==> config.mk <==
export PLATFORM = sky130hd
export DESIGN_NAME = udp_echo_app
export DESIGN_NICKNAME = d
export VERILOG_FILES = /design/src/verilog/udp_echo_pkg.sv /design/src/verilog/udp_echo_ctrl_if.sv /design/src/verilog/udp_echo_app_datap.sv /design/src/verilog/udp_echo_app_ctrl.sv /design/src/verilog/udp_echo_app.sv
export VERILOG_INCLUDE_DIRS = /design/src /design/src/include
export SDC_FILE = /design/constraint.sdc
export NUM_CORES = 1
export LEC_CHECK = 0
export BUFFER_PORTS_ARGS = -buffer_cell sky130_fd_sc_hd__buf_2
export CORE_AREA = 2 2 202 204
export DETAILED_ROUTE_END_ITERATION = 10
export DIE_AREA = 0 0 204 206
export GPL_ROUTABILITY_DRIVEN = 0
export PLACE_DENSITY = 0.54
export SLEW_MARGIN = 25
export SYNTH_ARGS = -nofsm -noshare
export SYNTH_HDL_FRONTEND = slang
export SYNTH_SLANG_ARGS = --single-unit
==> constraint.sdc <==
create_clock -name clk -period 2.1 [get_ports clk]
set_input_delay 0.42 -clock clk [delete_from_list [all_inputs] [get_ports clk]]
set_output_delay 0.42 -clock clk [all_outputs]
set_load 0.01 [all_outputs]
==> src/include/udp_echo_cfg.svh <==
`ifndef UDP_ECHO_CFG_SVH
`define UDP_ECHO_CFG_SVH

// NoC flit width in bits
`define NOC_DATA_WIDTH 256

// Mesh coordinates and endpoint function bits
`define XY_WIDTH 4
`define FBITS_WIDTH 4

// Packet interface endpoint on every tile
`define PKT_IF_FBITS 4'd2

// Header message length, counted in flits
`define MSG_LENGTH_WIDTH 8

// UDP payload length in bytes
`define UDP_LENGTH_W 16

// Payload bytes carried by one flit
`define FLIT_BYTES 32

`endif

==> src/verilog/udp_echo_pkg.sv <==
`default_nettype none

`include "udp_echo_cfg.svh"

package udp_echo_pkg;

    // Message types seen by the echo tile
    typedef enum logic [7:0] {
        UDP_RX_SEGMENT = 8'h08,
        UDP_TX_SEGMENT = 8'h09
    } noc_msg_type_e;

    // Bits used by the named header fields
    localparam int HDR_USED_W = 4 * `XY_WIDTH
                              + 2 * `FBITS_WIDTH
                              + `MSG_LENGTH_WIDTH
                              + 8
                              + 16
                              + 64
                              + 8;
    localparam int HDR_PAD_W = `NOC_DATA_WIDTH - HDR_USED_W;

    // Header flit, destination first
    typedef struct packed {
        logic [`XY_WIDTH-1:0]         dst_x;
        logic [`XY_WIDTH-1:0]         dst_y;
        logic [`FBITS_WIDTH-1:0]      dst_fbits;
        logic [`MSG_LENGTH_WIDTH-1:0] msg_len;
        logic [`XY_WIDTH-1:0]         src_x;
        logic [`XY_WIDTH-1:0]         src_y;
        logic [`FBITS_WIDTH-1:0]      src_fbits;
        noc_msg_type_e                msg_type;
        logic [15:0]                  packet_id;
        logic [63:0]                  timestamp;
        logic [7:0]                   metadata_flits;
        logic [HDR_PAD_W-1:0]         padding;
    } noc_hdr_flit_t;

    // Addresses, ports and length
    localparam int META_USED_W = 32 + 32 + 16 + 16 + `UDP_LENGTH_W;
    localparam int META_PAD_W = `NOC_DATA_WIDTH - META_USED_W;

    typedef struct packed {
        logic [31:0]              src_ip;
        logic [31:0]              dst_ip;
        logic [15:0]              src_port;
        logic [15:0]              dst_port;
        logic [`UDP_LENGTH_W-1:0] data_length;
        logic [META_PAD_W-1:0]    padding;
    } udp_rx_meta_flit_t;

    // Same layout on the transmit side
    typedef struct packed {
        logic [31:0]              src_ip;
        logic [31:0]              dst_ip;
        logic [15:0]              src_port;
        logic [15:0]              dst_port;
        logic [`UDP_LENGTH_W-1:0] data_length;
        logic [META_PAD_W-1:0]    padding;
    } udp_tx_meta_flit_t;

    // Output data source
    typedef enum logic [1:0] {
        HDR_FLIT  = 2'd0,
        META_FLIT = 2'd1,
        DATA_FLIT = 2'd2
    } out_mux_sel_e;

    typedef enum logic [2:0] {
        RX_HDR  = 3'd0,
        RX_META = 3'd1,
        TX_HDR  = 3'd2,
        TX_META = 3'd3,
        TX_DATA = 3'd4
    } echo_state_e;

endpackage

`default_nettype wire

==> src/verilog/udp_echo_ctrl_if.sv <==
`timescale 1ns/1ps
`default_nettype none

`include "udp_echo_cfg.svh"

interface udp_echo_ctrl_if;

    // Register strobes for the two stored flits
    logic                        store_hdr;
    logic                        store_meta;
    udp_echo_pkg::out_mux_sel_e  mux_sel;
    // Payload length of the stored metadata
    logic [`UDP_LENGTH_W-1:0]    data_length;

    modport ctrl (
        output store_hdr,
        output store_meta,
        output mux_sel,
        input  data_length
    );

    modport datap (
        input  store_hdr,
        input  store_meta,
        input  mux_sel,
        output data_length
    );

endinterface

`default_nettype wire

==> src/verilog/udp_echo_app_datap.sv <==
`timescale 1ns/1ps
`default_nettype none

`include "udp_echo_cfg.svh"

module udp_echo_app_datap #(
     parameter int SRC_X = 0
    ,parameter int SRC_Y = 0
)(
     input  logic                       clk
    ,input  logic                       rst

    ,input  logic [`NOC_DATA_WIDTH-1:0] in_data
    ,output logic [`NOC_DATA_WIDTH-1:0] out_data

    ,input  logic [`XY_WIDTH-1:0]       dst_x
    ,input  logic [`XY_WIDTH-1:0]       dst_y

    ,udp_echo_ctrl_if.datap             ctrl
);

    udp_echo_pkg::noc_hdr_flit_t     hdr_reg;
    udp_echo_pkg::udp_rx_meta_flit_t meta_reg;

    udp_echo_pkg::noc_hdr_flit_t     out_hdr;
    udp_echo_pkg::udp_tx_meta_flit_t out_meta;

    assign ctrl.data_length = meta_reg.data_length;

    // Received flits, loaded on the accepting edge
    always_ff @(posedge clk) begin
        if (rst) begin
            hdr_reg  <= '0;
            meta_reg <= '0;
        end
        else begin
            if (ctrl.store_hdr) begin
                hdr_reg <= in_data;
            end
            if (ctrl.store_meta) begin
                meta_reg <= in_data;
            end
        end
    end

    // Reply header toward the transmit engine
    always_comb begin
        out_hdr = '0;

        out_hdr.dst_x     = dst_x;
        out_hdr.dst_y     = dst_y;
        out_hdr.dst_fbits = `PKT_IF_FBITS;

        // Same flit count as the request
        out_hdr.msg_len   = hdr_reg.msg_len;
        out_hdr.src_x     = `XY_WIDTH'(SRC_X);
        out_hdr.src_y     = `XY_WIDTH'(SRC_Y);
        out_hdr.src_fbits = `PKT_IF_FBITS;

        out_hdr.msg_type       = udp_echo_pkg::UDP_TX_SEGMENT;
        out_hdr.packet_id      = hdr_reg.packet_id;
        out_hdr.timestamp      = hdr_reg.timestamp;
        out_hdr.metadata_flits = 8'd1;
    end

    // Swap endpoints so the reply goes back to the sender
    always_comb begin
        out_meta = '0;
        out_meta.src_ip      = meta_reg.dst_ip;
        out_meta.dst_ip      = meta_reg.src_ip;
        out_meta.src_port    = meta_reg.dst_port;
        out_meta.dst_port    = meta_reg.src_port;
        out_meta.data_length = meta_reg.data_length;
    end

    always_comb begin
        case (ctrl.mux_sel)
            udp_echo_pkg::HDR_FLIT: begin
                out_data = out_hdr;
            end
            udp_echo_pkg::META_FLIT: begin
                out_data = out_meta;
            end
            default: begin
                // Payload passes straight through
                out_data = in_data;
            end
        endcase
    end

endmodule

`default_nettype wire

==> src/verilog/udp_echo_app_ctrl.sv <==
`timescale 1ns/1ps
`default_nettype none

`include "udp_echo_cfg.svh"

module udp_echo_app_ctrl (
     input  logic            clk
    ,input  logic            rst

    ,input  logic            in_valid
    ,output logic            in_ready

    ,output logic            out_valid
    ,input  logic            out_ready

    ,udp_echo_ctrl_if.ctrl   ctrl
);

    localparam int BYTE_SHIFT = $clog2(`FLIT_BYTES);
    localparam int CNT_W = `UDP_LENGTH_W - BYTE_SHIFT + 1;
    localparam logic [`UDP_LENGTH_W:0] ROUND_UP = (`UDP_LENGTH_W + 1)'(`FLIT_BYTES - 1);

    udp_echo_pkg::echo_state_e state_reg;
    udp_echo_pkg::echo_state_e state_next;

    logic [CNT_W-1:0]         flit_cnt_reg;
    logic [CNT_W-1:0]         flit_cnt_next;
    logic [CNT_W-1:0]         num_flits;
    logic [`UDP_LENGTH_W:0]   len_round;

    logic in_xfer;
    logic out_xfer;

    assign in_xfer  = in_valid & in_ready;
    assign out_xfer = out_valid & out_ready;

    // Payload flits, length rounded up to whole flits
    assign len_round = {1'b0, ctrl.data_length} + ROUND_UP;
    assign num_flits = len_round[`UDP_LENGTH_W:BYTE_SHIFT];

    always_ff @(posedge clk) begin
        if (rst) begin
            state_reg    <= udp_echo_pkg::RX_HDR;
            flit_cnt_reg <= '0;
        end
        else begin
            state_reg    <= state_next;
            flit_cnt_reg <= flit_cnt_next;
        end
    end

    always_comb begin
        state_next      = state_reg;
        flit_cnt_next   = flit_cnt_reg;
        in_ready        = 1'b0;
        out_valid       = 1'b0;
        ctrl.store_hdr  = 1'b0;
        ctrl.store_meta = 1'b0;
        ctrl.mux_sel    = udp_echo_pkg::HDR_FLIT;

        case (state_reg)
            udp_echo_pkg::RX_HDR: begin
                in_ready       = 1'b1;
                ctrl.store_hdr = in_valid;
                if (in_xfer) begin
                    state_next = udp_echo_pkg::RX_META;
                end
            end
            udp_echo_pkg::RX_META: begin
                in_ready        = 1'b1;
                ctrl.store_meta = in_valid;
                if (in_xfer) begin
                    state_next = udp_echo_pkg::TX_HDR;
                end
            end
            udp_echo_pkg::TX_HDR: begin
                out_valid    = 1'b1;
                ctrl.mux_sel = udp_echo_pkg::HDR_FLIT;
                if (out_xfer) begin
                    state_next = udp_echo_pkg::TX_META;
                end
            end
            udp_echo_pkg::TX_META: begin
                out_valid    = 1'b1;
                ctrl.mux_sel = udp_echo_pkg::META_FLIT;
                if (out_xfer) begin
                    flit_cnt_next = num_flits;
                    // Empty payload ends the packet here
                    state_next = (num_flits != '0) ? udp_echo_pkg::TX_DATA
                                                   : udp_echo_pkg::RX_HDR;
                end
            end
            udp_echo_pkg::TX_DATA: begin
                // Input and output joined for the payload
                out_valid    = in_valid;
                in_ready     = out_ready;
                ctrl.mux_sel = udp_echo_pkg::DATA_FLIT;
                if (out_xfer) begin
                    flit_cnt_next = flit_cnt_reg - 1'b1;
                    if (flit_cnt_reg == CNT_W'(1)) begin
                        state_next = udp_echo_pkg::RX_HDR;
                    end
                end
            end
            default: begin
                state_next = udp_echo_pkg::RX_HDR;
            end
        endcase
    end

    // Stalled output holds its place
    a_stall_holds_state: assert property (@(posedge clk) disable iff (rst)
        (out_valid && !out_ready) |=> $stable(state_reg));

    a_store_exclusive: assert property (@(posedge clk) disable iff (rst)
        !(ctrl.store_hdr && ctrl.store_meta));

    // Payload state always has flits left
    a_cnt_no_underflow: assert property (@(posedge clk) disable iff (rst)
        (state_reg == udp_echo_pkg::TX_DATA) |-> (flit_cnt_reg != '0));

endmodule

`default_nettype wire

==> src/verilog/udp_echo_app.sv <==
`timescale 1ns/1ps
`default_nettype none

`include "udp_echo_cfg.svh"

module udp_echo_app #(
     parameter int SRC_X = 0
    ,parameter int SRC_Y = 0
)(
     input  logic                       clk
    ,input  logic                       rst

    // Request stream from the NoC
    ,input  logic [`NOC_DATA_WIDTH-1:0] in_data
    ,input  logic                       in_valid
    ,output logic                       in_ready

    // Reply stream toward the transmit engine
    ,output logic [`NOC_DATA_WIDTH-1:0] out_data
    ,output logic                       out_valid
    ,input  logic                       out_ready

    ,input  logic [`XY_WIDTH-1:0]       dst_x
    ,input  logic [`XY_WIDTH-1:0]       dst_y
);

    udp_echo_ctrl_if ctrl_bus ();

    udp_echo_app_ctrl u_ctrl (
         .clk       (clk)
        ,.rst       (rst)
        ,.in_valid  (in_valid)
        ,.in_ready  (in_ready)
        ,.out_valid (out_valid)
        ,.out_ready (out_ready)
        ,.ctrl      (ctrl_bus.ctrl)
    );

    udp_echo_app_datap #(
         .SRC_X (SRC_X)
        ,.SRC_Y (SRC_Y)
    ) u_datap (
         .clk      (clk)
        ,.rst      (rst)
        ,.in_data  (in_data)
        ,.out_data (out_data)
        ,.dst_x    (dst_x)
        ,.dst_y    (dst_y)
        ,.ctrl     (ctrl_bus.datap)
    );

endmodule

`default_nettype wire

**Word-level counts from Yosys, hierarchy flattened**

Cells that the tools add are included.

- Add/sub/neg operators: 2
- Equality and inequality tests: 12
- Muxes and demuxes: 17
- Bitwise logic cells: 2
- Reduce and logical (&&, ||, !) cells: 8

Operators by type and width:

| kind | count |
|---|---|
| $pmux 256 s2 | 1 |
| $mux 12 | 2 |
| $pmux 12 s2 | 1 |
| $mux 3 | 7 |
| $add 16x5->17 const B | 1 |
| $pmux 3 s5 | 1 |
| $eq 12x1->1 const B | 1 |
| $ne 2x1->1 const B | 6 |
| $reduce_bool 12->1 | 1 |
| $sub 12x1->12 const B | 1 |
| $eq 3x2->1 const B | 2 |
| $reduce_and 6->1 | 1 |
| $pmux 1 s2 | 2 |
| $pmux 2 s2 | 1 |
| $reduce_or 2->1 | 2 |
| $eq 3x1->1 const B | 1 |
| $eq 3x3->1 const B | 1 |
| $logic_not 3->1 | 1 |
| $reduce_and 3->1 | 1 |
| $and 1x1->1 | 2 |
| $eq 2x1->1 const B | 1 |
| $logic_not 2->1 | 1 |
| $mux 1 | 2 |
| $reduce_bool 2->1 | 1 |

- Register bits after elaboration: 215
- Input bits: 268
- Output and inout bits: 258

**Logic depth before layout (Yosys ltp)**

- Depth in word-level cells: 6
- Depth in mapped cells: 8

**Hierarchy**

Synthesis repeated with hierarchy kept, for this count alone.

- Cells, all modules: 1383
- Area total of the unflattened synthesis: 11806.3 um2

By module, submodules not included:

| module | instances | cells each | area each (um2) | seq. area each (um2) |
|---|---|---|---|---|
| udp_echo_app_datap | 1 | 1214 | 10591.4 | 4003.8 |
| udp_echo_app_ctrl | 1 | 169 | 1214.9 | 300.3 |

**Worst setup path after synthesis**

No wires, ideal clock.

- Path type: reg2out
- Start point: register u_ctrl.state_reg[1]
- End point: output out_data[146]
- Arrival time: 1721 ps
- Required time: 1680 ps
- Setup slack: -41 ps
- Cell stages (with the launch flop): 8
- Path buffers: 4
- Cell sequence: dfxtp_1 -> clkbuf_1 -> or3_1 -> clkbuf_1 -> clkbuf_1 -> clkbuf_1 -> nor2_1 -> a31oi_1

- Longest elaborated chain between the ends: 4
- Elaborated cells between the ends (all ways): 6
- Classes of those cells: eq/ne: 3; mux: 2; reduce/logical: 1

RTL lines:

| what | line | RTL |
|---|---|---|
| start: declaration | udp_echo_app_ctrl.sv:23 | `udp_echo_pkg::echo_state_e state_reg;` |
| start signal: assignment | udp_echo_app_ctrl.sv:43 | `state_reg <= udp_echo_pkg::RX_HDR;` |
| start signal: assignment | udp_echo_app_ctrl.sv:47 | `state_reg <= state_next;` |
| $eq 3x3->1 / $eq 3x2->1 (equally long branches) | udp_echo_app_ctrl.sv:61 | `case (state_reg)` |
| $pmux 2 s2 (*) | udp_echo_app_ctrl.sv:61 |  |
| $eq 2x1->1 / $logic_not 2->1 (equally long branches) | udp_echo_app_datap.sv:77 | `case (ctrl.mux_sel)` |
| $pmux 256 s2 (*) | udp_echo_app_datap.sv:77 |  |
| end: declaration | udp_echo_app.sv:19 | `` ,output logic [`NOC_DATA_WIDTH-1:0] out_data `` |

Every way passes the cells marked *; elsewhere a longest branch is shown, timed or not.

**Worst setup path after layout**

- Start point: register u_ctrl.state_reg[2]
- End point: output out_data[225]

Same word-level chain as after synthesis.

==> flow_results.org <==
** Power
- Leak :: approximately 8.3 nW
- Dividing total power by cell area gives a power density of 618 nW/um^2.
- Worst IR drop on VDD :: 478 uV

** STA
- The number of slew-limit violations in the final report came to 0.
- Static timing analysis puts the maximum clock frequency at 402 MHz.
- At the pin with the least slew margin, the transition time is about 500 ps.
- PnR worst setup slack :: -386 ps
- The number of endpoints with negative hold slack in the final report was 0.
- Minimum clock period after layout :: between 2000 and 2500 ps
- Normalized max-slew margin :: between 60% and 70%
- Setup violation total in the final timing report :: about 260
- Hold timing on the final database bottoms out at a slack of 133 ps.
- Worst setup skew after layout :: 7.41 ps
- Of the available clock period, the critical path in the final layout requires 118%.
- Adding up every negative setup slack in the final design gives -64,690 ps.
- Setup repair after global routing could not meet its margin everywhere.

** GRT
- The number of global-route vias before repair came to 13,100.
- Global routing consumed, on the met2 layer, 44.5% of the routing resources.
- Wire length of the first global-routing pass :: 78.8 mm
- Busiest layer in global routing :: met2
- Entering global routing, the biggest net connects 77 pins.
- Routing usage on met3 :: 4.01%
- For met1 alone, demand over resource in global routing was between 20% and 30%.
- Number of antenna violations at the first check in global routing :: 13
- Global routing used 24.5% of the available tracks across all layers.
- Total grt overflow :: 0

** Clock tree
- TritonCTS built the clock tree.
- The later pin in the worst-skew pair is clocked with a latency of 530 ps.
- In this run, CTS created clock tree buffers numbering 26.
- The clock passes through at most 3 buffers.
- CTS H-tree depth :: 1
- After clock tree synthesis, the clock-pin slew on the worst setup and hold paths is 60 ps.
- Number of sinks on the clock net :: 215
- Master cell of the clock root buffer :: sky130_fd_sc_hd__clkbuf_16

** Synthesis
- Cells after synthesis :: 1,618
- Post-Synthesis Mean Instance Area :: 6.76 sq um
- In this run, distinct cell masters in the synthesized netlist total 53.
- Synthesis inferred 215 register bits.
- Yosys mapped a number of flops with a built-in enable equal to 0.
- Counting every net in the synthesized netlist gives 1,888.
- Counting flops with an async set or reset pin after synthesis yields a share of 0%.
- The most used flip-flop cell after synthesis is sky130_fd_sc_hd__dfxtp_1.
- Count of yosys warnings during synthesis :: 0
- In this run the cell area of the synthesized design comes to 10,900 sq um.
- The share of the Yosys chip area taken by registers is 39.4%.

** Layout
- The net count of the finished layout is 2,450.
- The area growth from synthesis to layout is 76.1%.
- Fill cell instance count of the final layout :: 3,934
- The finished cells cover approximately 19,000 sq um.
- Most used cells in the layout excluding fill and tap cells :: sky130_fd_sc_hd__nand2_1 (550), sky130_fd_sc_hd__buf_2 (372), sky130_fd_sc_hd__a21oi_1 (212), sky130_fd_sc_hd__dfxtp_1 (212), sky130_fd_sc_hd__buf_6 (175)
- Proportion of layout cells with a drive suffix above 1 :: around 45%
- The multi-input combinational cells in the finished layout cover a total of just over 7000 sq um.
- Largest register FFs :: 96
- Most common library cell in the layout ignoring fill and taps :: sky130_fd_sc_hd__nand2_1
- Registers take 4320 sq um.
- The finished layout holds roughly 2,700 standard cells, fillers aside.
- Final design utilization :: between 40% and 50%

** Worst setup path
- Worst setup SP type :: flop
- STA classifies the critical path endpoint as an output port.
- Max Fanout on Critical Path :: 15
- Cell with the largest stage delay on the worst path :: sky130_fd_sc_hd__or3_4
- Number of buffer and inverter instances along the worst setup path :: 4
- At the worst endpoint, the required time is around 1700 ps.
- Largest delay contributor family on the critical path :: buffers and inverters
- Cell repeated most along the worst path :: sky130_fd_sc_hd__buf_12
- Critical path type :: reg2out
- Critical path cell sequence :: inv_2, or3_4, buf_12, buf_12, o22a_1, buf_6
- Data on the critical path arrives at its endpoint at 2070 ps.
- Max stage delay on crit path :: around 420 ps

** Place
- Post-detailed-placement cell area :: roughly 14,000 sq um
- Buffers on Ports :: 525
- Placed instance count :: 2,584
- Final HPWL DP :: between 30 and 40 mm

** Drt
- Number of DRC markers in iteration 0 :: 909
- Dividing the detail-routed wire length by the instance count gives 20.5 um.
- DRT Pass-1 Iters :: 6
- The detail route stage leaves a number of antenna-violating nets equal to 0.
- Via-per-instance ratio :: 5.10
- Across all layers, the routed design uses 14,000 vias.
- Total Wirelength :: 56.1 mm
- For this run, design rule violations remaining after detail routing come to 0.

** Run
- Max-cap violations in this run came to 0.

** Floorplanning
- Boundary Pins :: 526
- Initial standard-cell utilization of the core :: 27.2%
- Vertical die dimension :: roughly 210 um
- The core region is 40,200 sq um.
- The floorplan step set the die width to 204 um.
- FP Rows :: 74
- Die area :: 42,000 sq um

** Run status
- Outcome :: finished with violations
- Violations in the final reports :: negative setup slack

** Worst hold path
- Hold Crit Class :: in2reg
[final cells by class]
type,instances,area share (%)
clock inverters,8,0.494
multi-input cells,1259,37.4
repair buffers,674,31.9
well taps,532,3.46
flip-flops and latches,215,22.4
clock buffers,39,4.16
inverters,4,0.0780
diodes,9,0.117
[worst paths after layout]
kind	startpoint	cells past startpoint	slack (ps)	end
worst max-delay path	u_ctrl.state_reg[2]	6	-390	out_data[225]
worst max register to register	u_datap.ctrl.data_length[1]	6	90	u_ctrl.flit_cnt_reg[9]
worst min-delay path	in_data[244]	3	130	u_datap.meta_reg[244]
worst min register to register	u_datap.hdr_reg[174]	2	450	u_datap.hdr_reg[174]
[cell families after synthesis]
logic type,count (synthesis),synth area share (%)
adder cells (fa/ha/maj),2,0.229
buffers and inverters,148,5.38
flip-flops,215,39.4
AND/OR/NAND/NOR,876,34.5
XOR/XNOR,10,0.801
multiplexers,1,0.103
AO/OA/AOI/OAI,366,19.6
[Yosys cell counts (all sizes together) (3+ instances only)]
master / instances / area (sq um)
a211oi: 3 / 22.5
a21oi: 213 / 1070
a22o: 28 / 245
a31oi: 90 / 563
and2: 136 / 851
buf: 24 / 123
clkbuf: 120 / 450
dfxtp: 215 / 4300
inv: 4 / 15.0
nand2: 589 / 2210
nand2b: 3 / 18.8
nand3: 6 / 30.0
nand4: 3 / 18.8
nor2: 100 / 375
nor3: 9 / 45.0
nor3b: 4 / 30.0
nor4: 7 / 50.1
o21ai: 10 / 53.8
o22a: 4 / 35.0
or3: 6 / 42.5
or4: 4 / 33.8
xnor2: 8 / 70.1
[metal layers]
layer / vias up / part of all wire (%)
met3: 155 / 6.3
li1: 6520 / -
met2: 657 / 50
met4: 6 / 5.8
met1: 6625 / 37
met5: - / 0.078
[per-stage QoR]
stage	total power, mW	setup slack [ps]
global placement	6.73	5.54
detailed placement	6.76	5.96
finish	11.9	-386
CTS	11.8	-400
global route	12.4	-450
floorplan	5.71	23.7
[where the power goes]
part           internal [mW]  switching [mW]  leakage [nW]
registers               4.38           0.203          1.75
clock network           2.86            1.84         0.439
logic                   1.15            1.47          6.14
[worst reg2reg max path, stage by stage (launching register included)]
cell and delay (ps):
sky130_fd_sc_hd__dfxtp_1 320, sky130_fd_sc_hd__or4_1 590, sky130_fd_sc_hd__buf_4 180, sky130_fd_sc_hd__nor2_1 300, sky130_fd_sc_hd__nor4b_1 150, sky130_fd_sc_hd__mux2_2 290
sky130_fd_sc_hd__a21oi_1 110
[timing repair]
action                     4_1_cts  5_1_grt
setup endpoints to repair      257      265
buffers inserted                46       15
pin swaps                       70      138
hold buffers                     0        0
cloned                          36       14
resized for setup              260      343
(Power assumes the default switching activity.)
